`src/source/rtcBusPkg.sv`:
```
package rtcBusPkg;

    // ------------------------------------------------------------------
    // Chip bus
    // ------------------------------------------------------------------
    localparam int busWidth = 8;

    typedef logic [busWidth-1:0] busByte;
    typedef logic [3:0]          busAddr;

    typedef enum logic [1:0]
    {
        modeInit     = 2'd0,
        modeRead     = 2'd1,
        modeTransfer = 2'd2,
        modeSweep    = 2'd3
    } busMode;

    // Address map of the clock chip
    localparam busAddr addrInit       = 4'd0;
    localparam busAddr addrMode       = 4'd1;
    localparam busAddr addrCommand    = 4'd2;
    localparam busAddr addrDay        = 4'd3;
    localparam busAddr addrMonth      = 4'd4;
    localparam busAddr addrYear       = 4'd5;
    localparam busAddr addrSecond     = 4'd6;
    localparam busAddr addrMinute     = 4'd7;
    localparam busAddr addrHour       = 4'd8;
    localparam busAddr addrLast       = 4'd11;
    localparam busAddr addrCommandEnd = 4'd12;

    localparam busByte commandByte = 8'hF0;

    // ------------------------------------------------------------------
    // Slot timing
    // ------------------------------------------------------------------
    localparam int phaseWidth = 5;
    localparam int turnPhase  = 11;
    localparam int readFirst  = 26;
    localparam int readLast   = 30;

    // Transfer sequence lengths and driven lead-in
    localparam int longSteps  = 20;
    localparam int shortSteps = 17;
    localparam int longHold   = 10;
    localparam int shortHold  = 6;

endpackage

```
`src/source/rtcCaptureBank.sv`:
```
module rtcCaptureBank
(
    input  logic               reloj,
    input  logic               resetM,
    input  logic               readStrobe,
    input  logic               latchEnable,
    input  rtcBusPkg::busMode  mode,
    input  rtcBusPkg::busAddr  busAddress,
    input  rtcBusPkg::busByte  busData,
    output rtcBusPkg::busByte  dayIn,
    output rtcBusPkg::busByte  monthIn,
    output rtcBusPkg::busByte  yearIn,
    output rtcBusPkg::busByte  secondIn,
    output rtcBusPkg::busByte  minuteIn,
    output rtcBusPkg::busByte  hourIn
);

    localparam int timeCount = rtcBusPkg::addrHour - rtcBusPkg::addrDay + 1;

    rtcBusPkg::busByte timeReg [timeCount];
    logic [2:0]        slotIndex;
    logic              inRange;
    logic              latchOk;
    logic              captureHit;

    // ------------------------------------------------------------------
    // Demux select
    // ------------------------------------------------------------------
    assign inRange = (busAddress >= rtcBusPkg::addrDay) && (busAddress <= rtcBusPkg::addrHour);

    // Transfer reads only land with the external latch enable
    assign latchOk = (mode != rtcBusPkg::modeTransfer) || latchEnable;

    assign captureHit = readStrobe && inRange && latchOk;
    assign slotIndex  = 3'(busAddress - rtcBusPkg::addrDay);

    // ------------------------------------------------------------------
    // Date/time registers
    // ------------------------------------------------------------------
    always_ff @(posedge reloj)
    begin
        if (resetM)
        begin
            for (int i = 0; i < timeCount; i++)
            begin
                timeReg[i] <= '0;
            end
        end
        else if (captureHit)
        begin
            timeReg[slotIndex] <= busData;
        end
    end

    assign dayIn    = timeReg[0];
    assign monthIn  = timeReg[1];
    assign yearIn   = timeReg[2];
    assign secondIn = timeReg[3];
    assign minuteIn = timeReg[4];
    assign hourIn   = timeReg[5];

endmodule

```
`config.mk`:
```
export PLATFORM = sky130hd
export DESIGN_NAME = rtcCaptureBank
export DESIGN_NICKNAME = d
export VERILOG_FILES = /design/src/source/rtcBusPkg.sv /design/src/source/rtcCaptureBank.sv
export SDC_FILE = /design/constraint.sdc
export NUM_CORES = 1
export LEC_CHECK = 0
export ABC_AREA = 1
export ABC_CLOCK_PERIOD_IN_PS = 2850
export BUFFER_PORTS_ARGS = -buffer_cell sky130_fd_sc_hd__buf_2
export CAP_MARGIN = 20
export CORE_ASPECT_RATIO = 1.5
export CORE_MARGIN = 8
export CORE_UTILIZATION = 49
export CTS_CLUSTER_SIZE = 10
export DETAILED_ROUTE_END_ITERATION = 10
export GPL_ROUTABILITY_DRIVEN = 1
export PLACE_DENSITY = 0.81
export SLEW_MARGIN = 0
export SYNTH_ARGS = -nofsm -noshare
export SYNTH_HDL_FRONTEND = slang
export SYNTH_SLANG_ARGS = --single-unit
export TNS_END_PERCENT = 1
```
`constraint.sdc`:
```
create_clock -name reloj -period 2.85 [get_ports reloj]
set_clock_uncertainty 0.2 [all_clocks]
set_input_delay 0.285 -clock reloj [delete_from_list [all_inputs] [get_ports reloj]]
set_output_delay 0.285 -clock reloj [all_outputs]
set_load 0.01 [all_outputs]
```
* After elaboration in Yosys (flattened, before gate mapping) *
Memories as Yosys holds them, arrays and structs flattened.
Index checks and enable logic that the tools add are counted.

storage, ports and cells
  output and inout port bits = 48
  register bits after elaboration = 0
  input bits = 18
  bits in writable memories = 48
  word-level logic and storage cells = 18
  memories = 1

memories
  memory   words  bits a word  read ports  clocked after Yosys merged registers in  wr ports  line                  source
  timeReg  6      8            6           0                                        6         rtcCaptureBank.sv:20  rtcBusPkg::busByte timeReg [timeCount];

operators by class
  add/subtract/negate cells = 1
  muxes and demuxes = 8
  magnitude comparators = 2
  reduce and logical (&&, ||, !) cells = 5
  equal/unequal tests = 1

operators by type and width
  kind                                                    number
  two-way mux 8 bit                                       1
  OR reduction 8 bit                                      1
  two-way mux 1 bit                                       6
  >= comparator 4 x 2 -> 1 bit (second input constant)    1
  less-or-equal comparator 4 bit (second input constant)  1
  logical AND 1 bit                                       3
  two-way mux 3 bit                                       1
  subtractor 3 x 2 -> 3 bit (second input constant)       1
  inequality test 2 bit (second input constant)           1
  logical OR 1 bit                                        1

* Logic depth before layout (Yosys ltp) *
Gate-level depths: netlist of the first run.

  word-level depth = 9
  mapped depth = 8
  depth with buffers taken out = 8

* Least setup slack after synthesis of the first run *
No wires, ideal clock.

  kind = input-to-reg
  start point = input port busAddress[0]
  end point = memory timeReg[4][0] (netlist name) (enable)
  buffers on the path = 0
  library setup time = 0.384 ns
  data required time = 2.266 ns
  data arrival time = 1.735 ns
  stages = 4
  slack = 0.531 ns
  cell sequence = ha_1 -> xnor2_1 -> nand3_2 -> o21ai_0

RTL lines
  what                line                  source
  start: declaration  rtcCaptureBank.sv:8   input rtcBusPkg::busAddr busAddress,
  end: declaration    rtcCaptureBank.sv:20

==> run summary, run 1 <==
ROUTE
--------------------------------------------------------------------------------
Post-detailed-route wirelength per cell                             17.1 microns
DRC marker count from the first detailed-route iteration                      34
Remaining antenna violation count after routing                                0
Drt pass-1 iters                                                               4
WL final                                                            4370 microns
Total vias in the final route                                               1275
DRC violation count after routing                                              0
Vias/cell                                                                   5.00

SYNTHESIS
--------------------------------------------------------------------------------
Dominant cell type by area after synthesis                          sky130_fd_sc_hd__edfxtp_1
Post-synthesis cell count                                                    137
Share of async-settable or async-resettable flops after synthesis             0%
Count of state elements after synthesis                                       48
EDFF count, synth                                                             48
Leading post-synthesis cells by cell area                           sky130_fd_sc_hd__edfxtp_1 (77%), sky130_fd_sc_hd__nor2_1 (8.0%), sky130_fd_sc_hd__nand3_2 (3.2%)
Synth Cell Area                                                       1870 sq um
Dominant synthesized flop cell                                      sky130_fd_sc_hd__edfxtp_1
Proportion of netlist area held by the largest area contributor            77.1%
Number of distinct library cells after synthesis                              14
Ranking of synthesized cells by instance count                      sky130_fd_sc_hd__edfxtp_1 (48), sky130_fd_sc_hd__nor2_1 (40), sky130_fd_sc_hd__nand2_1 (16), sky130_fd_sc_hd__inv_1 (15), sky130_fd_sc_hd__nand3_2 (6)
Synthesized area divided by synthesized cell count                    13.7 sq um
Library cell with the highest instance count after synthesis        sky130_fd_sc_hd__edfxtp_1
Yosys warns                                                                    0
Sequential fraction of the synthesis area                                  77.1%
Syn nets                                                                     157

PLACEMENT
--------------------------------------------------------------------------------
Hpwl dp                                                             3500 microns
Routability congestion estimate from global placement                      0.842
Cell area after placement                                             2260 sq um
Input/output buffers                                                          65
Cells after DPL                                                              247

STA
--------------------------------------------------------------------------------
Min Tclk post-route                                                      1.92 ns
Fin crit share                                                             67.5%
Final setup viols                                                              0
WHS                                                                     0.213 ns
Number of hold-slack violations in the final timing report                     0
RSZ-0062 raised after global routing                                       false
Worst-case headroom to the max-slew limit                                  70.6%
Final Max Tran Viols                                                           0
Transition at the pin with the smallest max-transition slack            0.437 ns
Total negative slack                                                        0 ns
Upper clock frequency limit                                            0.520 GHz

POWER
--------------------------------------------------------------------------------
Fraction of power consumed by the clock network                            29.0%
Reported net switching power                                              319 uW
Portion of total power attributed to sequential cells                      61.3%
Internal power component                                                 1.03 mW
Maximum vdd ir drop                                                       404 uV
Reported leakage power                                                  0.995 nW
Gate power share                                                            9.7%
Total power divided by cell area                                     574 nW/um^2
Sw Ratio                                                                   23.6%

GRT
--------------------------------------------------------------------------------
GRT Total Usage                                                            15.1%
Initial antenna violation count                                                0
GR Layer Usage met2                                                        29.0%
Vias in the first global route                                              1359
Met1 track demand over resource in global routing                          13.0%
GRT met3 Usage                                                             3.90%
Wire length of the first global-routing pass                        6790 microns
Pin count of the biggest net entering global routing                          16
Most Crowded Layer GR                                                       met2
Final global-route overflow total                                              0

CELLS AND AREA
--------------------------------------------------------------------------------
Antenna fix cells                                                              0
Nets                                                                         231
Biggest registers after layout                                      timeReg: 48 flops
Fraction of final layout cells with drive strength greater than 1          39.6%
Register with the highest flop count                                     timeReg
Number of fill cells in the layout                                           308
Non-filler instance count after layout                                       255
Max FFs per register                                                          48
Area of all placed cells without fillers                              2350 sq um
Synth-to-layout area growth                                                25.8%
Util after Layout                                                          63.9%

WORST SETUP PATH
--------------------------------------------------------------------------------
Top delay family on crit path                                       XOR/XNOR gates
Crit Path Category                                                  input pin to flop
Cell Chain, Critical Path                                           buf_2, ha_1, xnor2_1, nand3_2, o21ai_0, buf_4
Worst Path Required                                                      2.66 ns
WP buf/inv                                                                     2
Largest fanout on the critical path                                            9
Startpoint Class                                                       input pin
Worst-path cell with the longest stage delay                        sky130_fd_sc_hd__xnor2_1
Slowest Stage Delay on Critical Path                                     0.39 ns
Capturing element type of the critical path                                 flop
WP data arrival                                                          1.73 ns

RUN
--------------------------------------------------------------------------------
Max-capacitance violation count                                                0

CLOCK TREE
--------------------------------------------------------------------------------
Maximum root-to-sink buffer count                                              2
Clock-pin slew on the worst setup and hold paths                         0.09 ns
H-tree levels                                                                  2
CTS tree                                                                     yes
Quantity of hold-fixing buffers added after cts                                0
Num CTS Buffers                                                                5
Root buf cell                                                       sky130_fd_sc_hd__clkbuf_8
Post-CTS setup buffer count                                                    0
Resized Gates After CTS                                                        0
Total number of clock tree sinks                                              48

FLOORPLANNING
--------------------------------------------------------------------------------
Placeable core region                                                 3680 sq um
Standard-cell rows                                                            27
Starting utilization of the core area                                      50.8%
Die Outline Area                                                      6090 sq um
Top-level port count                                                          66
Die Ht                                                              91.7 microns
Floorplan die width                                                 66.4 microns

STATUS
--------------------------------------------------------------------------------
Run status                                                          finished clean

MIN PATH
--------------------------------------------------------------------------------
Type of the most critical hold path                                 input pin to flop

cell usage in the layout, fill, tap and decap left out:
cell	n
sky130_fd_sc_hd__buf_2	65
sky130_fd_sc_hd__clkbuf_8	5
sky130_fd_sc_hd__buf_4	2
sky130_fd_sc_hd__nor2_4	1
sky130_fd_sc_hd__nand3_1	2
sky130_fd_sc_hd__nand3_2	6
sky130_fd_sc_hd__ha_1	2
sky130_fd_sc_hd__o21bai_1	1
sky130_fd_sc_hd__nand2_1	16
sky130_fd_sc_hd__inv_1	15
sky130_fd_sc_hd__nand2_2	1
sky130_fd_sc_hd__edfxtp_1	48
sky130_fd_sc_hd__xnor2_1	1
sky130_fd_sc_hd__clkinv_1	1
sky130_fd_sc_hd__o21ai_0	2
sky130_fd_sc_hd__nor2_1	40
sky130_fd_sc_hd__nand3b_4	1
sky130_fd_sc_hd__clkinvlp_4	2
sky130_fd_sc_hd__inv_2	1
cell type report:
type	instances	area [sq um]	share of cell area [%]
Clock inverter	3	18.8	0.798
Multi-Input combinational cell	73	369	15.7
Inverter	16	60.1	2.55
Timing Repair Buffer	67	340	14.5
Sequential cell	48	1440	61.3
Clock buffer	5	68.8	2.93
Tap cell	43	53.8	2.29
per-stage QoR:
step | power [mW] | worst slack [ns]
after floorplan | 0.906 | 0.531
after global placement | 0.972 | 0.706
after detailed placement | 0.979 | 0.608
after CTS | 1.36 | 0.930
after global routing | 1.40 | 0.812
final | 1.35 | 0.928
tightest hold or removal path: stages:
cell and delay [ns]:
sky130_fd_sc_hd__buf_2 0.08, sky130_fd_sc_hd__nand2_1 0.16, sky130_fd_sc_hd__inv_1 0.09
power by group through the flow:
stage | Clock [mW] | Sequential (mW) | Combinational [mW]
after CTS | 0.395 | 0.829 | 0.134
after floorplan | 0 | 0.867 | 0.0396
final | 0.392 | 0.828 | 0.131
after detailed placement | 0 | 0.845 | 0.133
after global placement | 0 | 0.843 | 0.129
after global routing | 0.423 | 0.832 | 0.142
cells by family after synthesis:
group,share of synthesized area (%)
XOR/XNOR,0.468
AO/OA/AOI/OAI,0.937
adder cells (fa/ha/maj),1.34
flip-flops,77.1
buffers and inverters,3.21
AND/OR/NAND/NOR,17.0
path summary, 6_finish.rpt:
| path | cells after the start | from | to | slack, ns |
|---|---|---|---|---|
| worst max-delay path | 6 | busAddress[0] | timeReg[4][5] | 0.93 |
| worst min-delay path | 3 | busData[7] | timeReg[5][7] | 0.21 |
routing by layer:
metal | vias to the layer above | routed length, microns
met1 | 605 | 1390
met3 | 11 | 280
met4 | 0 | 115
met5 | - | 0
li1 | 606 | -
met2 | 53 | 2570
Note: power is estimated with default switching activity, not from simulation.
==> run 2: changes to the inputs <==
--- a/config.mk
+++ b/config.mk
@@ -6,7 +6,7 @@
 export NUM_CORES = 1
 export LEC_CHECK = 0
 export ABC_AREA = 1
-export ABC_CLOCK_PERIOD_IN_PS = 2850
+export ABC_CLOCK_PERIOD_IN_PS = 1800
 export BUFFER_PORTS_ARGS = -buffer_cell sky130_fd_sc_hd__buf_2
 export CAP_MARGIN = 20
 export CORE_ASPECT_RATIO = 1.5
==> constraint.sdc (replaced) <==
create_clock -name reloj -period 1.8 [get_ports reloj]
set_clock_uncertainty 0.2 [all_clocks]
set_input_delay 0.18 -clock reloj [delete_from_list [all_inputs] [get_ports reloj]]
set_output_delay 0.18 -clock reloj [all_outputs]
set_load 0.01 [all_outputs]
==> run 2 against run 1 <==
Compared with the run above:
- sequential share of layout area decreased by 5.3 points
- power grew 60%
- routed wire length down 0.16%
- setup slack got worse by 0.77 ns
- flip-flop and latch count unchanged
- sequential power grew 58%
- count of clock-buffer cells in the layout unchanged
- first-iteration DRC count increased by 68%
- largest cell class unchanged
==> run summary, run 2 (synthesized netlist as in run 1, its figures left out) <==
STA
--------------------------------------------------------------------------------
Min Tclk post-route                                                      1.65 ns
Upper clock frequency limit                                            0.607 GHz
Worst-case headroom to the max-slew limit                                  68.8%   was 70.6%
Final setup viols                                                              0   unchanged
RSZ-0062 raised after global routing                                       false   unchanged
Transition at the pin with the smallest max-transition slack            0.465 ns   was 0.437 ns
Number of hold-slack violations in the final timing report                     0   unchanged
WHS                                                                     0.114 ns   was 0.213 ns
Fin crit share                                                             91.5%
Final Max Tran Viols                                                           0   unchanged

GRT
--------------------------------------------------------------------------------
Wire length of the first global-routing pass                        6750 microns   was 6790 microns
Initial antenna violation count                                                0   unchanged
Pin count of the biggest net entering global routing                          16   unchanged
GRT Total Usage                                                            14.8%   was 15.1%
Vias in the first global route                                              1374   was 1359
Final global-route overflow total                                              0   unchanged

WORST SETUP PATH
--------------------------------------------------------------------------------
Cell count along the critical path                                             5   was 6
WP data arrival                                                          1.43 ns   was 1.73 ns
Startpoint Class                                                       input pin   unchanged
Top delay family on crit path                                       XOR/XNOR gates   unchanged
WP buf/inv                                                                     1   was 2
Cell Chain, Critical Path                                           buf_2, ha_1, xnor2_1, nand3_2, o21ai_4   was buf_2, ha_1, xnor2_1, nand3_2, o21ai_0, buf_4
Worst-path cell with the longest stage delay                        sky130_fd_sc_hd__xnor2_1   unchanged
Largest fanout on the critical path                                            8   was 9
Slowest Stage Delay on Critical Path                                     0.42 ns   was 0.39 ns
Crit Path Category                                                  input pin to flop   unchanged
Worst Path Required                                                      1.58 ns   was 2.66 ns
Capturing element type of the critical path                                 flop   unchanged

CLOCK TREE
--------------------------------------------------------------------------------
Quantity of hold-fixing buffers added after cts                                0   unchanged
H-tree levels                                                                  2   unchanged
Root buf cell                                                       sky130_fd_sc_hd__clkbuf_8   unchanged
Total number of clock tree sinks                                              48   unchanged
Clock-pin slew on the worst setup and hold paths                         0.08 ns   was 0.09 ns
CTS tree                                                                     yes   unchanged
Maximum root-to-sink buffer count                                              2   unchanged
Num CTS Buffers                                                                5   unchanged
Post-CTS setup buffer count                                                    0   unchanged
Resized Gates After CTS                                                        0   unchanged

ROUTE
--------------------------------------------------------------------------------
Vias/cell                                                                   4.85   was 5.00
Post-detailed-route wirelength per cell                             15.7 microns   was 17.1 microns
DRC marker count from the first detailed-route iteration                      57   was 34
Drt pass-1 iters                                                               4   unchanged
WL final                                                            4360 microns   was 4370 microns
DRC violation count after routing                                              0   unchanged
Total vias in the final route                                               1349   was 1275
Remaining antenna violation count after routing                                0   unchanged

FLOORPLANNING
--------------------------------------------------------------------------------
Die Outline Area                                                      6090 sq um   unchanged
Top-level port count                                                          66   unchanged
Floorplan die width                                                 66.4 microns   unchanged
Die Ht                                                              91.7 microns   unchanged
Placeable core region                                                 3680 sq um   unchanged
Starting utilization of the core area                                      50.8%   unchanged
Standard-cell rows                                                            27   unchanged

STATUS
--------------------------------------------------------------------------------
Run status                                                          finished clean   unchanged

CELLS AND AREA
--------------------------------------------------------------------------------
Biggest registers after layout                                      timeReg: 48 flops   unchanged
Nets                                                                         254   was 231
Synth-to-layout area growth                                                37.6%   was 25.8%
Leading cell type in the layout, fill and taps excluded             sky130_fd_sc_hd__buf_2   unchanged
Most used cells in the layout excluding fill and tap cells          sky130_fd_sc_hd__buf_2 (65), sky130_fd_sc_hd__edfxtp_1 (48), sky130_fd_sc_hd__nor2_1 (40)   unchanged
Antenna fix cells                                                              0   unchanged
Register with the highest flop count                                     timeReg   unchanged
Max FFs per register                                                          48   unchanged
Number of fill cells in the layout                                           276   was 308
Fraction of final layout cells with drive strength greater than 1          46.0%   was 39.6%

MIN PATH
--------------------------------------------------------------------------------
Worst hold path depth                                                          4   was 3
Type of the most critical hold path                                 input pin to flop   unchanged

POWER
--------------------------------------------------------------------------------
Overall power consumption                                                2.16 mW   was 1.35 mW
Reported leakage power                                                   1.11 nW   was 0.995 nW
Total power divided by cell area                                     840 nW/um^2   was 574 nW/um^2
Maximum vdd ir drop                                                       618 uV   was 404 uV

PLACEMENT
--------------------------------------------------------------------------------
Hpwl dp                                                             3530 microns   was 3500 microns
Input/output buffers                                                          65   unchanged
Routability congestion estimate from global placement                      0.792   was 0.842

RUN
--------------------------------------------------------------------------------
Max-capacitance violation count                                                0   unchanged

## run 2: worst paths after layout
kind                       from       endpoint  slack [ns]
setup / recovery  busAddress[0]  timeReg[4][7]        0.15
hold / removal       busData[6]  timeReg[5][6]        0.11
## run 2: routing by layer
metal  wire length (microns)  vias up  track usage [%]
li1                        -      654                -
met1                    1500      636             14.2
met3                     332        2             4.26
met2                    2480       57             27.0
met4                      43        0             7.51
met5                       0        -                0
## run 2: layout make-up
| type | count | area (sq um) | area share (%) |
|---|---|---|---|
| well taps | 43 | 53.8 | 2.09 |
| clock inverters | 3 | 18.8 | 0.729 |
| multi-input cells | 73 | 380 | 14.8 |
| flip-flops and latches | 48 | 1440 | 56.0 |
| repair buffers | 90 | 551 | 21.4 |
| clock buffers | 5 | 68.8 | 2.67 |
| inverters | 16 | 60.1 | 2.33 |
## run 2: worst min-delay path: cells and delay by family
family / cells / cell delay [ns]
buffers and inverters: 3 / 0.26
and+or+nand+nor: 1 / 0.06
## run 2: power by group
part	switching [mW]	internal [mW]
sequential	0.0156	1.29
combinational	0.143	0.105
clock	0.339	0.268
total	0.498	1.66
## run 2: metrics by stage
step                util, %  setup slack, ns  TNS [ns]  cell area [sq um]  std cells
floorplan                 -          -0.0302    -0.241               1880        137
global placement       67.5          -0.0833     -2.05               2490        270
detailed placement     67.5           -0.154     -5.56               2490        270
CTS                    69.9            0.161         0               2570        278
global route           69.9           0.0829         0               2570        278
finish                 69.9            0.153         0               2570        278
