<file path="config.mk">
export PLATFORM = sky130hd
export DESIGN_NAME = rtcSequencer
export DESIGN_NICKNAME = d
export VERILOG_FILES = /design/src/source/rtcBusPkg.sv /design/src/source/rtcSequencer.sv
export SDC_FILE = /design/constraint.sdc
export NUM_CORES = 1
export LEC_CHECK = 0
export BUFFER_PORTS_ARGS = -buffer_cell sky130_fd_sc_hd__buf_2
export CORE_MARGIN = 1.5
export CORE_UTILIZATION = 45
export CTS_BUF_LIST = sky130_fd_sc_hd__clkbuf_4
export DETAILED_ROUTE_END_ITERATION = 12
export PLACE_DENSITY = 0.65
export SLEW_MARGIN = 20
export SYNTH_ARGS = -nofsm -noshare
export SYNTH_HDL_FRONTEND = slang
export SYNTH_SLANG_ARGS = --single-unit
</file>
<file path="constraint.sdc">
create_clock -name reloj -period 4.5 [get_ports reloj]
set_clock_uncertainty 0.2 [all_clocks]
set_input_delay 0.45 -clock reloj [delete_from_list [all_inputs] [get_ports reloj]]
set_output_delay 0.45 -clock reloj [all_outputs]
set_load 0.03 [all_outputs]
</file>
<file path="src/source/rtcBusPkg.sv">
package rtcBusPkg;

    // ------------------------------------------------------------------
    // Chip bus
    // ------------------------------------------------------------------
    localparam int busWidth = 8;

    typedef logic [busWidth-1:0] busByte;
    typedef logic [3:0]          busAddr;

    typedef enum logic [1:0]
    {
        modeInit     = 2'd0,
        modeRead     = 2'd1,
        modeTransfer = 2'd2,
        modeSweep    = 2'd3
    } busMode;

    // Address map of the clock chip
    localparam busAddr addrInit       = 4'd0;
    localparam busAddr addrMode       = 4'd1;
    localparam busAddr addrCommand    = 4'd2;
    localparam busAddr addrDay        = 4'd3;
    localparam busAddr addrMonth      = 4'd4;
    localparam busAddr addrYear       = 4'd5;
    localparam busAddr addrSecond     = 4'd6;
    localparam busAddr addrMinute     = 4'd7;
    localparam busAddr addrHour       = 4'd8;
    localparam busAddr addrLast       = 4'd11;
    localparam busAddr addrCommandEnd = 4'd12;

    localparam busByte commandByte = 8'hF0;

    // ------------------------------------------------------------------
    // Slot timing
    // ------------------------------------------------------------------
    localparam int phaseWidth = 5;
    localparam int turnPhase  = 11;
    localparam int readFirst  = 26;
    localparam int readLast   = 30;

    // Transfer sequence lengths and driven lead-in
    localparam int longSteps  = 20;
    localparam int shortSteps = 17;
    localparam int longHold   = 10;
    localparam int shortHold  = 6;

endpackage

</file>
<file path="src/source/rtcSequencer.sv">
module rtcSequencer
(
    input  logic               reloj,
    input  logic               resetM,
    input  logic               sync,
    input  logic               slotStep,
    input  rtcBusPkg::busMode  mode,
    input  logic [2:0]         status,
    output rtcBusPkg::busAddr  busAddress,
    output logic [4:0]         transferStep
);

    // First part of each transfer sequence, starting at the day byte
    localparam int longSplit  = rtcBusPkg::addrCommandEnd - rtcBusPkg::addrDay + 1;
    localparam int shortSplit = rtcBusPkg::addrHour - rtcBusPkg::addrDay + 1;

    rtcBusPkg::busAddr readCount;
    rtcBusPkg::busAddr sweepCount;
    logic [4:0]        longIndex;
    logic [4:0]        shortIndex;
    logic              shortForm;
    rtcBusPkg::busAddr longAddr;
    rtcBusPkg::busAddr shortAddr;
    logic              restart;

    assign restart   = resetM | sync;
    assign shortForm = (status == 3'd1) || (status == 3'd3);

    // ------------------------------------------------------------------
    // Slot counters
    // ------------------------------------------------------------------
    always_ff @(posedge reloj)
    begin
        if (restart)
        begin
            readCount <= rtcBusPkg::addrCommand;
        end
        else if (slotStep)
        begin
            if (readCount == rtcBusPkg::addrLast)
                readCount <= rtcBusPkg::addrCommand;
            else
                readCount <= readCount + 4'd1;
        end
    end

    always_ff @(posedge reloj)
    begin
        if (restart)
        begin
            sweepCount <= rtcBusPkg::addrMode;
        end
        else if (slotStep)
        begin
            if (sweepCount == rtcBusPkg::addrLast)
                sweepCount <= rtcBusPkg::addrMode;
            else
                sweepCount <= sweepCount + 4'd1;
        end
    end

    always_ff @(posedge reloj)
    begin
        if (restart)
        begin
            longIndex <= 5'd0;
        end
        else if (slotStep)
        begin
            if (longIndex == rtcBusPkg::longSteps - 1)
                longIndex <= 5'd0;
            else
                longIndex <= longIndex + 5'd1;
        end
    end

    always_ff @(posedge reloj)
    begin
        if (restart)
        begin
            shortIndex <= 5'd0;
        end
        else if (slotStep)
        begin
            if (shortIndex == rtcBusPkg::shortSteps - 1)
                shortIndex <= 5'd0;
            else
                shortIndex <= shortIndex + 5'd1;
        end
    end

    // ------------------------------------------------------------------
    // Transfer index to address
    // ------------------------------------------------------------------
    // Long: 3..12 then 2..11
    always_comb
    begin
        if (longIndex < longSplit)
            longAddr = rtcBusPkg::addrDay + rtcBusPkg::busAddr'(longIndex);
        else
            longAddr = rtcBusPkg::addrCommand + rtcBusPkg::busAddr'(longIndex - longSplit);
    end

    // Short: 3..8, command end, then 2..11
    always_comb
    begin
        if (shortIndex < shortSplit)
            shortAddr = rtcBusPkg::addrDay + rtcBusPkg::busAddr'(shortIndex);
        else if (shortIndex == shortSplit)
            shortAddr = rtcBusPkg::addrCommandEnd;
        else
            shortAddr = rtcBusPkg::addrCommand
                      + rtcBusPkg::busAddr'(shortIndex - shortSplit - 1);
    end

    assign transferStep = shortForm ? shortIndex : longIndex;

    always_comb
    begin
        case (mode)
            rtcBusPkg::modeInit:     busAddress = rtcBusPkg::addrInit;
            rtcBusPkg::modeRead:     busAddress = readCount;
            rtcBusPkg::modeTransfer: busAddress = shortForm ? shortAddr : longAddr;
            rtcBusPkg::modeSweep:    busAddress = sweepCount;
            default:                 busAddress = rtcBusPkg::addrInit;
        endcase
    end

endmodule

</file>
* Yosys cells after proc, flatten, opt, wreduce, memory -nomap -nowiden
Index checks and enable logic that the tools add are counted.
** Cells by class
- Add/sub/neg operators :: 11
- Magnitude comparators :: 2
- Eq/ne operators :: 10
- Multiplexer cells :: 10
- Bitwise logic cells :: 1
- Reductions and logical operators :: 2
** Operator list (number)
- 4-bit 2-to-1 mux :: 6
- 2-bit by 4-bit adder with 4-bit output, first input constant :: 4
- 4-bit one-hot mux with 4 select lines :: 1
- 5-bit 2-to-1 mux :: 3
- 5-bit by 1-bit adder with 5-bit output, second input constant :: 2
- 5-bit == test, second input constant :: 2
- 4-bit by 1-bit adder with 4-bit output, second input constant :: 2
- 4-bit == test, second input constant :: 2
- 5-bit by 3-bit == test with 1-bit output, second input constant :: 1
- 5-bit by 3-bit < comparator with 1-bit output, second input constant :: 1
- 5-bit by 4-bit < comparator with 1-bit output, second input constant :: 1
- 2-bit == test, second input constant :: 2
- 4-bit by 2-bit subtractor with 4-bit output, second input constant :: 1
- 4-bit by 3-bit subtractor with 4-bit output, second input constant :: 1
- 4-bit subtractor, second input constant :: 1
- 3-bit by 1-bit == test with 1-bit output, second input constant :: 1
- 3-bit by 2-bit == test with 1-bit output, second input constant :: 1
- 2-bit by 1-bit == test with 1-bit output, second input constant :: 1
- 2-bit zero test :: 1
- 1-bit logical OR :: 1
- 1-bit bitwise OR :: 1
** Storage, ports and cells
- Flip-flop bits (word level) :: 18
- Bits of input ports :: 9
- Output and inout port bits :: 9
- Word-level logic and storage cells :: 40

* Logic depth before layout (Yosys ltp)
Gate-level depths: netlist of the first run.
- Depth after elaboration :: 7
- Gate-level depth with buffers :: 6
- Depth with buffers taken out :: 6

* Worst setup path before layout of the first run
No wires, ideal clock.
- Path type :: flip-flop to output port
- Start point :: register longIndex[0]
- End point :: output busAddress[1]
- Data arrival time :: 1.987 ns
- Required time :: 3.850 ns
- Slack :: 1.863 ns
- Cell stages (with the launch flop) :: 7
- Buffers on the path :: 0
- Cell sequence :: dfxtp_1 inv_1 ha_1 a211o_1 a21oi_1 nor3_1 a311oi_1
** On the way
- Word-level cells in the longest chain between the ends :: 5
- Elaborated cells between the ends (all ways) :: 7
- Classes of those cells :: 3 x add/sub; 1 x order compare; 3 x mux
** Ends and longest elaborated chain
- from (decl) :: RTL line rtcSequencer.sv:19 : logic [4:0] longIndex;
- from (signal assigned) :: RTL line rtcSequencer.sv:73 : longIndex <= longIndex + 5'd1;
- 4-bit subtractor :: RTL line rtcSequencer.sv:101 : longAddr = rtcBusPkg::addrCommand + rtcBusPkg::busAddr'(longIndex - longSplit);
- 2-bit by 4-bit adder with 4-bit output :: RTL line rtcSequencer.sv:101
- 4-bit 2-to-1 mux (*) :: RTL line rtcSequencer.sv:98 : if (longIndex < longSplit)
- 4-bit 2-to-1 mux (*) :: RTL line rtcSequencer.sv:123 : rtcBusPkg::modeTransfer: busAddress = shortForm ? shortAddr : longAddr;
- 4-bit one-hot mux with 4 select lines (*) :: RTL line rtcSequencer.sv:120 : case (mode)
- to (decl) :: RTL line rtcSequencer.sv:9 : output rtcBusPkg::busAddr busAddress,
Every way passes the cells marked *; elsewhere a longest branch is shown, timed or not.

* Worst setup path in the final report of the first run
- Start point :: register shortIndex[1]
- End point :: output busAddress[0]
** On the way
- Word-level cells in the longest chain between the ends :: 5
- Elaborated cells between the ends (all ways) :: 6
- Classes of those cells :: 1 x order compare; 1 x eq/ne; 4 x mux
** Ends and longest elaborated chain
- from (decl) :: RTL line rtcSequencer.sv:20 : logic [4:0] shortIndex;
- from (signal assigned) :: RTL line rtcSequencer.sv:88 : shortIndex <= shortIndex + 5'd1;
- branches (longest 2 deep; another with 5-bit by 3-bit < comparator with 1-bit output)
- 4-bit 2-to-1 mux (*) :: RTL line rtcSequencer.sv:107 : if (shortIndex < shortSplit)
- 4-bit 2-to-1 mux (*) :: RTL line rtcSequencer.sv:123
- 4-bit one-hot mux with 4 select lines (*) :: RTL line rtcSequencer.sv:120
Mark *: on every way between the ends.

==> results of run 1 <==
==> cell usage in the layout (no fill, tap or decap), types with 2 or more instances in the layout <==
master,count
a21boi_0,2
o21ai_0,18
nand2_1,21
and4b_1,2
o31ai_1,2
mux2_2,3
ha_1,7
nor3b_1,3
mux2i_1,5
nand4_1,3
inv_1,7
buf_2,16
nor3_1,2
xor2_1,5
xnor2_1,3
a21oi_1,10
nor2_1,19
dfxtp_1,18
nor2b_1,4
nand2b_1,2
clkbuf_4,3
==> worst reg2reg max path: stages (launching register included) <==
cell and delay (ns):
dfxtp_1 0.39, inv_1 0.11, ha_1 0.19, nand2_1 0.06, o31ai_1 0.44, nor2_1 0.10
==> sequential cells by signal, indices dropped and copies added (netlist names) <==
name / cells
longIndex: 5
shortIndex: 5
sweepCount: 4
readCount: 4
==> synthesized netlist by cell type, drive strengths merged, types with 2 or more instances <==
cell type  count  area [sq um]
xnor2          3          26.3
nor2b          4          25.0
nor3           2          10.0
a21oi         10          50.1
inv            7          26.3
clkbuf         2          7.51
mux2i          5          50.1
nand2b         2          12.5
a21boi         2          15.0
nor2          19          71.3
ha             7          87.6
and4b          2          20.0
dfxtp         18           360
o21ai         18          90.1
xor2           5          43.8
nor3b          3          22.5
o31ai          2          15.0
buf            5          31.3
nand2         21          78.8
nand4          3          18.8
mux2           3          33.8
==> through the flow <==
step / hold WS (ns) / area (sq um) / setup WS, ns
floorplan: 0.273 / 1210 / 1.86
global placement: 0.305 / 1290 / 1.99
detailed placement: 0.315 / 1290 / 2.04
CTS: 0.218 / 1320 / 1.71
global route: 0.224 / 1320 / 1.52
finish: 0.221 / 1320 / 1.72
==> layout make-up <==
cell class | count | area share
Clock buffer | 3 | 0.0171
Timing Repair Buffer | 16 | 0.0608
Multi-Input combinational cell | 126 | 0.600
Inverter | 7 | 0.0200
Sequential cell | 18 | 0.274
Tap cell | 30 | 0.0285
==> cells by family (layout without fill, tap and decap cells) <==
group	after synthesis	after routing	synth area share
and+or+nand+nor	61	61	0.244
AOI/OAI and AO/OA	42	42	0.207
DFF	18	18	0.297
buffers and inverters	14	26	0.0536
xor gates and xnor gates	8	8	0.0577
muxes	8	8	0.0690
adders and majority gates	7	7	0.0721
==> power groups by stage <==
| stage | logic [mW] | clock network (mW) | registers, mW |
|---|---|---|---|
| CTS | 0.0474 | 0.0839 | 0.167 |
| floorplan | 0.0354 | 0 | 0.169 |
| global placement | 0.0465 | 0 | 0.170 |
| detailed placement | 0.0471 | 0 | 0.170 |
| global route | 0.0528 | 0.0890 | 0.168 |
| finish | 0.0472 | 0.0801 | 0.167 |
==> worst min path at each step <==
stage                             start       endpoint
after global routing             resetM  sweepCount[0]
final                            resetM  sweepCount[0]
after floorplan            readCount[3]   readCount[3]
after CTS                        resetM  sweepCount[0]
after detailed placement   readCount[3]   readCount[3]
after global placement    sweepCount[3]  sweepCount[3]
==> metal layers <==
metal	vias to the layer above	track usage
met5	-	0
met4	0	0.0488
met3	5	0.0565
met2	14	0.304
met1	488	0.259
li1	579	-
==> flow_summary_export.csv, run 1 <==
group,metric,value,unit
sta,timing.setup.tns,0,ns
worst_setup_path,r2r_start,"shortIndex[0]",
routing,dr.pass1.iters,4,
finish,seqCellArea,360,sq um
floorplanning,ios,18,
run_status,status,"finished clean",
clock_network,cts_num_sinks,18,
worst_setup_path,critPathSlowestCell,"dfxtp_1",
pwr,power.share.combinational,0.160,
routing,drcViolationCount,0,
logic_synthesis,synthDistinctLibCells,37,
routing,wl_met2,1130,um
logic_synthesis,seq_area_frac_synth,0.297,
finish,multiInputGateArea,790,sq um
floorplanning,rows,18,
finish,layout.cells.non_filler,200,
sta,setup_violations,0,
pwr,p_leak,0.549,nW
pwr,ir_worst_vdd,0.000199,V
worst_setup_path,cp_data_arrival_time,2.13,ns
clock_network,clk_pin_slew,0.09,ns
worst_setup_path,startpoint_type,"flip-flop",
worst_hold_path,hold_depth,3,
routing,ant_nets,0,
pwr,clock_power_share,0.272,
logic_synthesis,synth_seq_cells,18,
worst_hold_path,hp-class,"input port to flip-flop",
logic_synthesis,yosys_most_used_dff,"dfxtp_1",
finish,layout-drive-gt1-share,0.135,
logic_synthesis,synth-edff-count,0,
worst_setup_path,worst-r2r-cell-count,5,
logic_synthesis,async_flop_share,0,
pwr,swShare,0.279,
sta,hold_violations,0,
floorplanning,dieWidth,55.0,um
floorplanning,die-area,3020,sq um
pwr,p_per_area,223,nW/um^2
clock_network,cts_root_buffer,"clkbuf_4",
floorplanning,initial_core_util,0.482,
clock_network,cts_inserted_buffers,3,
worst_setup_path,cp_top_family,"flip-flops",
worst_setup_path,rrSetupSlack,2.88,ns
place,place.gp.congestion,0.807,
worst_setup_path,critPathBufInv,1,
clock_network,ctsHoldBuffers,0,
global_route,globalRouteOverflowTotal,0,
sta,finalMaxSlewViolations,0,
worst_setup_path,worstSetupEndpoint,"busAddress[0]",
clock_network,post_cts_resize_count,0,
sta,fin_crit_sh,0.617,
worst_setup_path,critical_path_cell_count,6,
worst_setup_path,cpPeakStageDelay,0.49,ns
routing,vias,1086,
logic_synthesis,syn_nets,174,
sta,finalCriticalPeriod,2.78,ns
routing,routed-wl-met3,82,um
sta,worstMarginPinSlew,0.790,ns
routing,wl_per_cell,12.3,um
global_route,gr-usage-all-layers,0.193,
pwr,p_int,212,uW
pwr,switchingPower,82.1,uW
worst_setup_path,required,3.85,ns
place,dp.cells,197,
sta,max_freq,0.360,GHz
global_route,antenna_found_initial,0,
clock_network,clock_latency,0.30,ns
worst_setup_path,r2r_end,"shortIndex[4]",
clock_network,max-clock-path-buffers,2,
sta,max_slew_margin,0.473,
floorplanning,core,2520,sq um
run,cap_violations,0,
global_route,grt_max_degree,23,
routing,dr.max_layer_used,"met4",
clock_network,cts_setup_buffers,0,
worst_setup_path,critical_path.max_fanout,9,
logic_synthesis,synth_area,1210,sq um
global_route,grt_pass1_wl,4130,um
worst_setup_path,path_cells,"ha_1 > nor4bb_1 > a21oi_1 > a32oi_1 > o21ai_0 > buf_2",
routing,wirelength,2470,um
finish,antennaDiodeCount,0,
worst_setup_path,critPathKind,"flip-flop to output port",
global_route,first_global_vias,895,
clock_network,ctsHtreeMaxLevel,1,
finish,fin_nets,188,
finish,fillers,254,
routing,via_per_inst,5.43,
pwr,seq_power_share,0.567,
worst_setup_path,worstSetupEndpointType,"output port",
clock_network,cts_tree,"done",
floorplanning,die_h,55.0,um
place,port_buffers,16,
worst_setup_path,cp-startpoint,"shortIndex[1]",
sta,rsz0062_at_grt,"no",
logic_synthesis,synth_cells,158,
logic_synthesis,postSynthAreaPerCell,7.69,sq um
place,dp_hpwl,1830,um
logic_synthesis,yosys_warnings,0,
pwr,p_total,294,uW
routing,m1WireLength,1230,um
routing,drt_iter0_drc,16,
finish,final_util,0.522,
finish,area_growth,8.34,%
Power figures use the tool's default switching activity.
==> run 2: changes to the inputs <==
clock period = 2.7 ns   (was 4.5 ns; I/O delays follow)
==> flow_summary_export.csv, run 2 (synthesized netlist as in run 1, its figures left out) <==
group,metric,value,unit
clock_network,ctsHoldBuffers,0,
worst_hold_path,hold_depth,3,
finish,final_cell_mix,"nand2_1 (21), nor2_1 (19), o21ai_0 (18)",
global_route,grt_pass1_wl,4280,um
pwr,p_int,356,uW
run_status,status,"finished clean",
finish,fillers,252,
clock_network,cts_inserted_buffers,3,
worst_hold_path,holdPathEnd,"sweepCount[0]",
pwr,seq_power_share,0.553,
place,pre_cts_ws,0.430,ns
sta,finalMaxSlewViolations,0,
floorplanning,core,2520,sq um
finish,postLayoutCellArea,1330,sq um
floorplanning,die-area,3020,sq um
finish,area_growth,9.37,%
finish,antennaDiodeCount,0,
clock_network,ctsHtreeMaxLevel,1,
pwr,clock_power_share,0.285,
floorplanning,rows,18,
global_route,globalRouteOverflowTotal,0,
pwr,power.share.combinational,0.161,
pwr,switchingPower,146,uW
floorplanning,die_h,55.0,um
worst_setup_path,startpoint_type,"flip-flop",
routing,ant_nets,0,
sta,max_slew_margin,0.649,
global_route,gr-usage-all-layers,0.196,
clock_network,post_cts_resize_count,0,
worst_setup_path,required,2.23,ns
floorplanning,dieWidth,55.0,um
worst_setup_path,rrSetupSlack,1.04,ns
clock_network,clk_pin_slew,0.11,ns
routing,via_per_inst,5.50,
place,port_buffers,16,
sta,fin_crit_sh,0.939,
routing,wirelength,2620,um
floorplanning,ios,18,
routing,vias,1110,
sta,worst_slack,0.165,ns
run,cap_violations,0,
pwr,p_per_area,378,nW/um^2
place,dp_hpwl,1950,um
finish,layout-drive-gt1-share,0.145,
worst_setup_path,critPathBufInv,2,
clock_network,cts_num_sinks,18,
place,place.gp.congestion,0.811,
sta,max_freq,0.394,GHz
clock_network,cts_setup_buffers,0,
routing,dr.pass1.iters,4,
pwr,ir_worst_vdd,0.000274,V
worst_setup_path,critical_path.max_fanout,5,
routing,drt_iter0_drc,26,
sta,setup_violations,0,
worst_setup_path,critPathKind,"flip-flop to output port",
sta,hold_violations,0,
finish,layout_commonest_cell,"nand2_1",
worst_hold_path,hold_start,"resetM",
routing,wl_per_cell,13.0,um
sta,rsz0062_at_grt,"no",
finish,reg_top3,"longIndex x5, shortIndex x5",
finish,fin_nets,189,
clock_network,cts_tree,"done",
sta,timing.setup.tns,0,ns
sta,worstMarginPinSlew,0.522,ns
finish,seqCellArea,362,sq um
global_route,grt_max_degree,23,
worst_hold_path,hp-class,"input port to flip-flop",
place,place_area,1300,sq um
worst_setup_path,critPathSlowestCell,"dfxtp_1",
worst_setup_path,r2r_start,"shortIndex[0]",
global_route,first_global_vias,969,
routing,drcViolationCount,0,
floorplanning,initial_core_util,0.482,
finish,final_util,0.527,
clock_network,cts_root_buffer,"clkbuf_4",
global_route,antenna_found_initial,0,
worst_setup_path,r2r_end,"shortIndex[2]",
worst_setup_path,cpPeakStageDelay,0.42,ns
pwr,swShare,0.291,
worst_setup_path,path_cells,"inv_1 > ha_1 > a211o_1 > a21oi_1 > nor3_1 > a311oi_1 > buf_2",
sta,finalCriticalPeriod,2.54,ns
clock_network,max-clock-path-buffers,2,
worst_setup_path,cp_data_arrival_time,2.07,ns
worst_setup_path,cp_top_family,"compound AO/OA/AOI/OAI gates",
pwr,p_leak,0.556,nW
worst_setup_path,worst-r2r-cell-count,5,
clock_network,clock_latency,0.29,ns
worst_setup_path,worstSetupEndpointType,"output port",
finish,multiInputGateArea,790,sq um
[run 2: changes by cell type in the layout (fill, tap and decap cells not counted), sizes merged]
cell,before,now
buf,16,17
clkinv,0,1
[run 2: area by class of cell]
cell class / instances / area share
Multi-Input combinational cell: 126 / 0.594
Clock inverter: 1 / 0.00282
Clock buffer: 3 / 0.0169
Sequential cell: 18 / 0.272
Timing Repair Buffer: 17 / 0.0659
Tap cell: 30 / 0.0282
Inverter: 7 / 0.0198
[run 2: per-layer routing]
layer,vias to the layer above,part of all wire,GRT usage
met3,4,0.024,0.0296
li1,585,-,-
met5,-,0,0
met4,0,0.0088,0.0610
met2,16,0.47,0.327
met1,505,0.50,0.261
[run 2: worst max-delay path by stage]
stage	slack [ns]	from	cells after the start	to
6_report	0.16	longIndex[0]	7	busAddress[1]
5_1_grt	0.006	shortIndex[1]	6	busAddress[2]
4_1_cts	0.09	longIndex[1]	7	busAddress[1]
3_5_place_dp	0.43	longIndex[1]	7	busAddress[1]
3_3_place_gp	0.48	longIndex[1]	7	busAddress[1]
2_1_floorplan	0.24	longIndex[0]	6	busAddress[1]
[run 2: worst register-to-register path: cells and delay by family, from the launching register on]
kind / cells / cell delay, ns
AOI/OAI and AO/OA: 1 / 0.46
DFF: 1 / 0.40
adders and majority gates: 1 / 0.19
and+or+nand+nor: 2 / 0.17
buffers and inverters: 1 / 0.11
[run 2: power by group through the flow]
stage / combinational, mW / sequential [mW] / clock (mW)
3_5_place_dp: 0.0809 / 0.284 / 0
6_report: 0.0812 / 0.278 / 0.144
4_1_cts: 0.0813 / 0.278 / 0.147
5_1_grt: 0.0897 / 0.279 / 0.156
3_3_place_gp: 0.0788 / 0.284 / 0
2_1_floorplan: 0.0589 / 0.282 / 0
[run 2: through the flow]
stage	power [mW]	cells	hold WS, ns
2_1_floorplan	0.341	158	0.187
3_3_place_gp	0.363	198	0.306
3_5_place_dp	0.365	198	0.316
4_1_cts	0.507	202	0.0449
5_1_grt	0.525	202	0.0402
6_report	0.503	202	0.0441
==> run 3: changes to the inputs <==
ABC_AREA = 1   (was not set)
==> flow_summary_export.csv, run 3 <==
group,metric,value,unit
place,port_buffers,16,
logic_synthesis,yosysTopAreaCell,"dfxtp_1",
logic_synthesis,synth_top_area_share,0.287,
logic_synthesis,seq_area_frac_synth,0.287,
worst_setup_path,critPathSlowestCell,"dfxtp_1",
worst_hold_path,hp-class,"input port to flip-flop",
sta,worstMarginPinSlew,0.343,ns
run_status,status,"finished clean",
finish,fillers,273,
logic_synthesis,postSynthAreaPerCell,6.86,sq um
finish,antennaDiodeCount,0,
worst_setup_path,critPathKind,"flip-flop to output port",
sta,hold_violations,0,
worst_setup_path,r2r_end,"shortIndex[4]",
routing,drt_iter0_drc,23,
logic_synthesis,synth_area,1250,sq um
logic_synthesis,synth_cells,183,
routing,dr.pass1.iters,4,
place,dp_hpwl,2020,um
floorplanning,initial_core_util,0.489,
finish,fin_nets,216,
pwr,ir_worst_vdd,0.000243,V
worst_setup_path,cpPeakStageDelay,0.43,ns
worst_setup_path,path_cells,"inv_1 > ha_1 > o211ai_1 > nand3_1 > nand3_1 > buf_2",
logic_synthesis,synth.most_common_cell,"nand2_1",
worst_setup_path,path_common_cell,"nand3_1",
routing,ant_nets,0,
sta,max_freq,0.459,GHz
clock_network,cts_inserted_buffers,3,
logic_synthesis,synth-edff-count,0,
pwr,p_per_area,361,nW/um^2
worst_setup_path,worst-r2r-cell-count,5,
routing,drcViolationCount,0,
global_route,antenna_found_initial,0,
worst_setup_path,rrSetupSlack,1.25,ns
pwr,p_int,351,uW
worst_setup_path,critPathBufInv,2,
floorplanning,ios,18,
pwr,swShare,0.285,
pwr,switchingPower,140,uW
clock_network,ctsHtreeMaxLevel,1,
run,cap_violations,0,
logic_synthesis,synth_area_leaders,"dfxtp_1 (29%), nand2_1 (13%), nand3_1 (7.6%)",
sta,max_slew_margin,0.769,
worst_setup_path,required,2.23,ns
clock_network,cts_num_sinks,18,
worst_setup_path,worstSetupEndpointType,"output port",
sta,setup_violations,0,
logic_synthesis,synthDistinctLibCells,30,
routing,wl_per_cell,11.1,um
pwr,p_total,490,uW
logic_synthesis,ys_top_cells_by_count,"nand2_1 (43), inv_1 (24), nand3_1 (19), dfxtp_1 (18), nor2_1 (13)",
logic_synthesis,async_flop_share,0,
global_route,globalRouteOverflowTotal,0,
place,place.gp.congestion,0.883,
routing,vias,1190,
sta,finalCriticalPeriod,2.18,ns
clock_network,clk_pin_slew,0.10,ns
pwr,seq_power_share,0.569,
worst_hold_path,hold_start,"resetM",
floorplanning,dieWidth,55.8,um
routing,via_per_inst,5.22,
finish,layout_commonest_cell,"nand2_1",
worst_setup_path,cp_top_family,"flip-flops",
finish,layout-drive-gt1-share,0.157,
global_route,grt_max_degree,16,
floorplanning,rows,18,
place,pre_cts_ws,0.858,ns
worst_hold_path,hold_depth,4,
finish,area_growth,8.37,%
logic_synthesis,yosys_warnings,0,
worst_setup_path,startpoint_type,"flip-flop",
finish,postLayoutCellArea,1360,sq um
logic_synthesis,syn_nets,199,
pwr,power.share.combinational,0.167,
floorplanning,die_h,55.8,um
clock_network,cts_tree,"done",
sta,finalMaxSlewViolations,0,
place,place_area,1340,sq um
sta,timing.setup.tns,0,ns
clock_network,clock_latency,0.28,ns
routing,wirelength,2530,um
pwr,p_leak,0.612,nW
floorplanning,die-area,3110,sq um
global_route,grt_pass1_wl,4340,um
logic_synthesis,synth_seq_cells,18,
sta,rsz0062_at_grt,"no",
worst_setup_path,critical_path.max_fanout,5,
pwr,clock_power_share,0.265,
finish,final_cell_mix,"nand2_1 (43), inv_1 (24), nand3_1 (19)",
logic_synthesis,yosys_most_used_dff,"dfxtp_1",
worst_hold_path,holdPathEnd,"sweepCount[3]",
floorplanning,core,2570,sq um
clock_network,ctsHoldBuffers,0,
global_route,gr-usage-all-layers,0.171,
sta,fin_crit_sh,0.808,
sta,worst_slack,0.519,ns
global_route,first_global_vias,1061,
clock_network,cts_setup_buffers,0,
worst_setup_path,cp_data_arrival_time,1.71,ns
worst_setup_path,r2r_start,"shortIndex[0]",
clock_network,post_cts_resize_count,0,
clock_network,max-clock-path-buffers,2,
finish,reg_top3,"longIndex x5, shortIndex x5",
clock_network,cts_root_buffer,"clkbuf_4",
## run 3: cell count changes in the layout (fill, tap and decap cells not counted), moves of 3 or more
cell	change
nor2b_1	-4
o21ai_0	-8
mux2i_1	-5
mux2_2	-3
inv_1	+17
nand2_1	+22
nand3_1	+19
nor3b_1	-3
nor2_1	-6
xnor2_1	-3
## run 3: worst register-to-register path: cells and delay by family (launching register included)
family	cells	cell delay, ns
flops	1	0.36
simple gates	1	0.10
fa+ha+maj	1	0.20
buf+inv	1	0.11
compound gates	2	0.38
## run 3: logic make-up after synthesis
family | synth area share
adder cells (fa/ha/maj) | 0.0698
AND/OR/NAND/NOR | 0.354
flip-flops | 0.287
buffers and inverters | 0.106
XOR/XNOR | 0.0419
AO/OA/AOI/OAI | 0.142
## run 3: how the worst max path moves through the flow
stage            startpoint  depth (start not counted)               to
4_1_cts        longIndex[1]                          6    busAddress[1]
5_1_grt        longIndex[1]                          6    busAddress[1]
3_3_place_gp   longIndex[1]                          6    busAddress[1]
2_1_floorplan     status[0]                          4  transferStep[0]
3_5_place_dp   longIndex[1]                          6    busAddress[1]
6_report       longIndex[1]                          6    busAddress[1]
## run 3: power by group through the flow
stage	registers [mW]	clock network, mW	logic (mW)
global route	0.280	0.146	0.0927
floorplan	0.283	0	0.0612
finish	0.279	0.130	0.0818
global placement	0.285	0	0.0808
CTS	0.279	0.137	0.0827
detailed placement	0.285	0	0.0823
## run 3: cell type report
cell class | instances | area, sq um | area share
inverters | 26 | 97.6 | 0.0718
clock buffers | 3 | 22.5 | 0.0166
repair buffers | 16 | 80.1 | 0.0589
flip-flops and latches | 18 | 360 | 0.265
multi-input cells | 135 | 762 | 0.560
well taps | 30 | 37.5 | 0.0276
## run 3: stage by stage
stage	util	cells	hold slack, ns
3_3_place_gp	0.521	225	0.263
4_1_cts	0.530	228	0.102
3_5_place_dp	0.521	225	0.270
2_1_floorplan	-	183	0.230
6_report	0.530	228	0.109
5_1_grt	0.530	228	0.119
## run 3: routing by layer
| metal | vias to the layer above | global-route usage | wire length [um] |
|---|---|---|---|
| li1 | 634 | - | - |
| met1 | 534 | 0.232 | 1280 |
| met2 | 18 | 0.276 | 1130 |
| met3 | 4 | 0.0256 | 94 |
| met4 | 0 | 0.0612 | 31 |
| met5 | - | 0 | 0 |
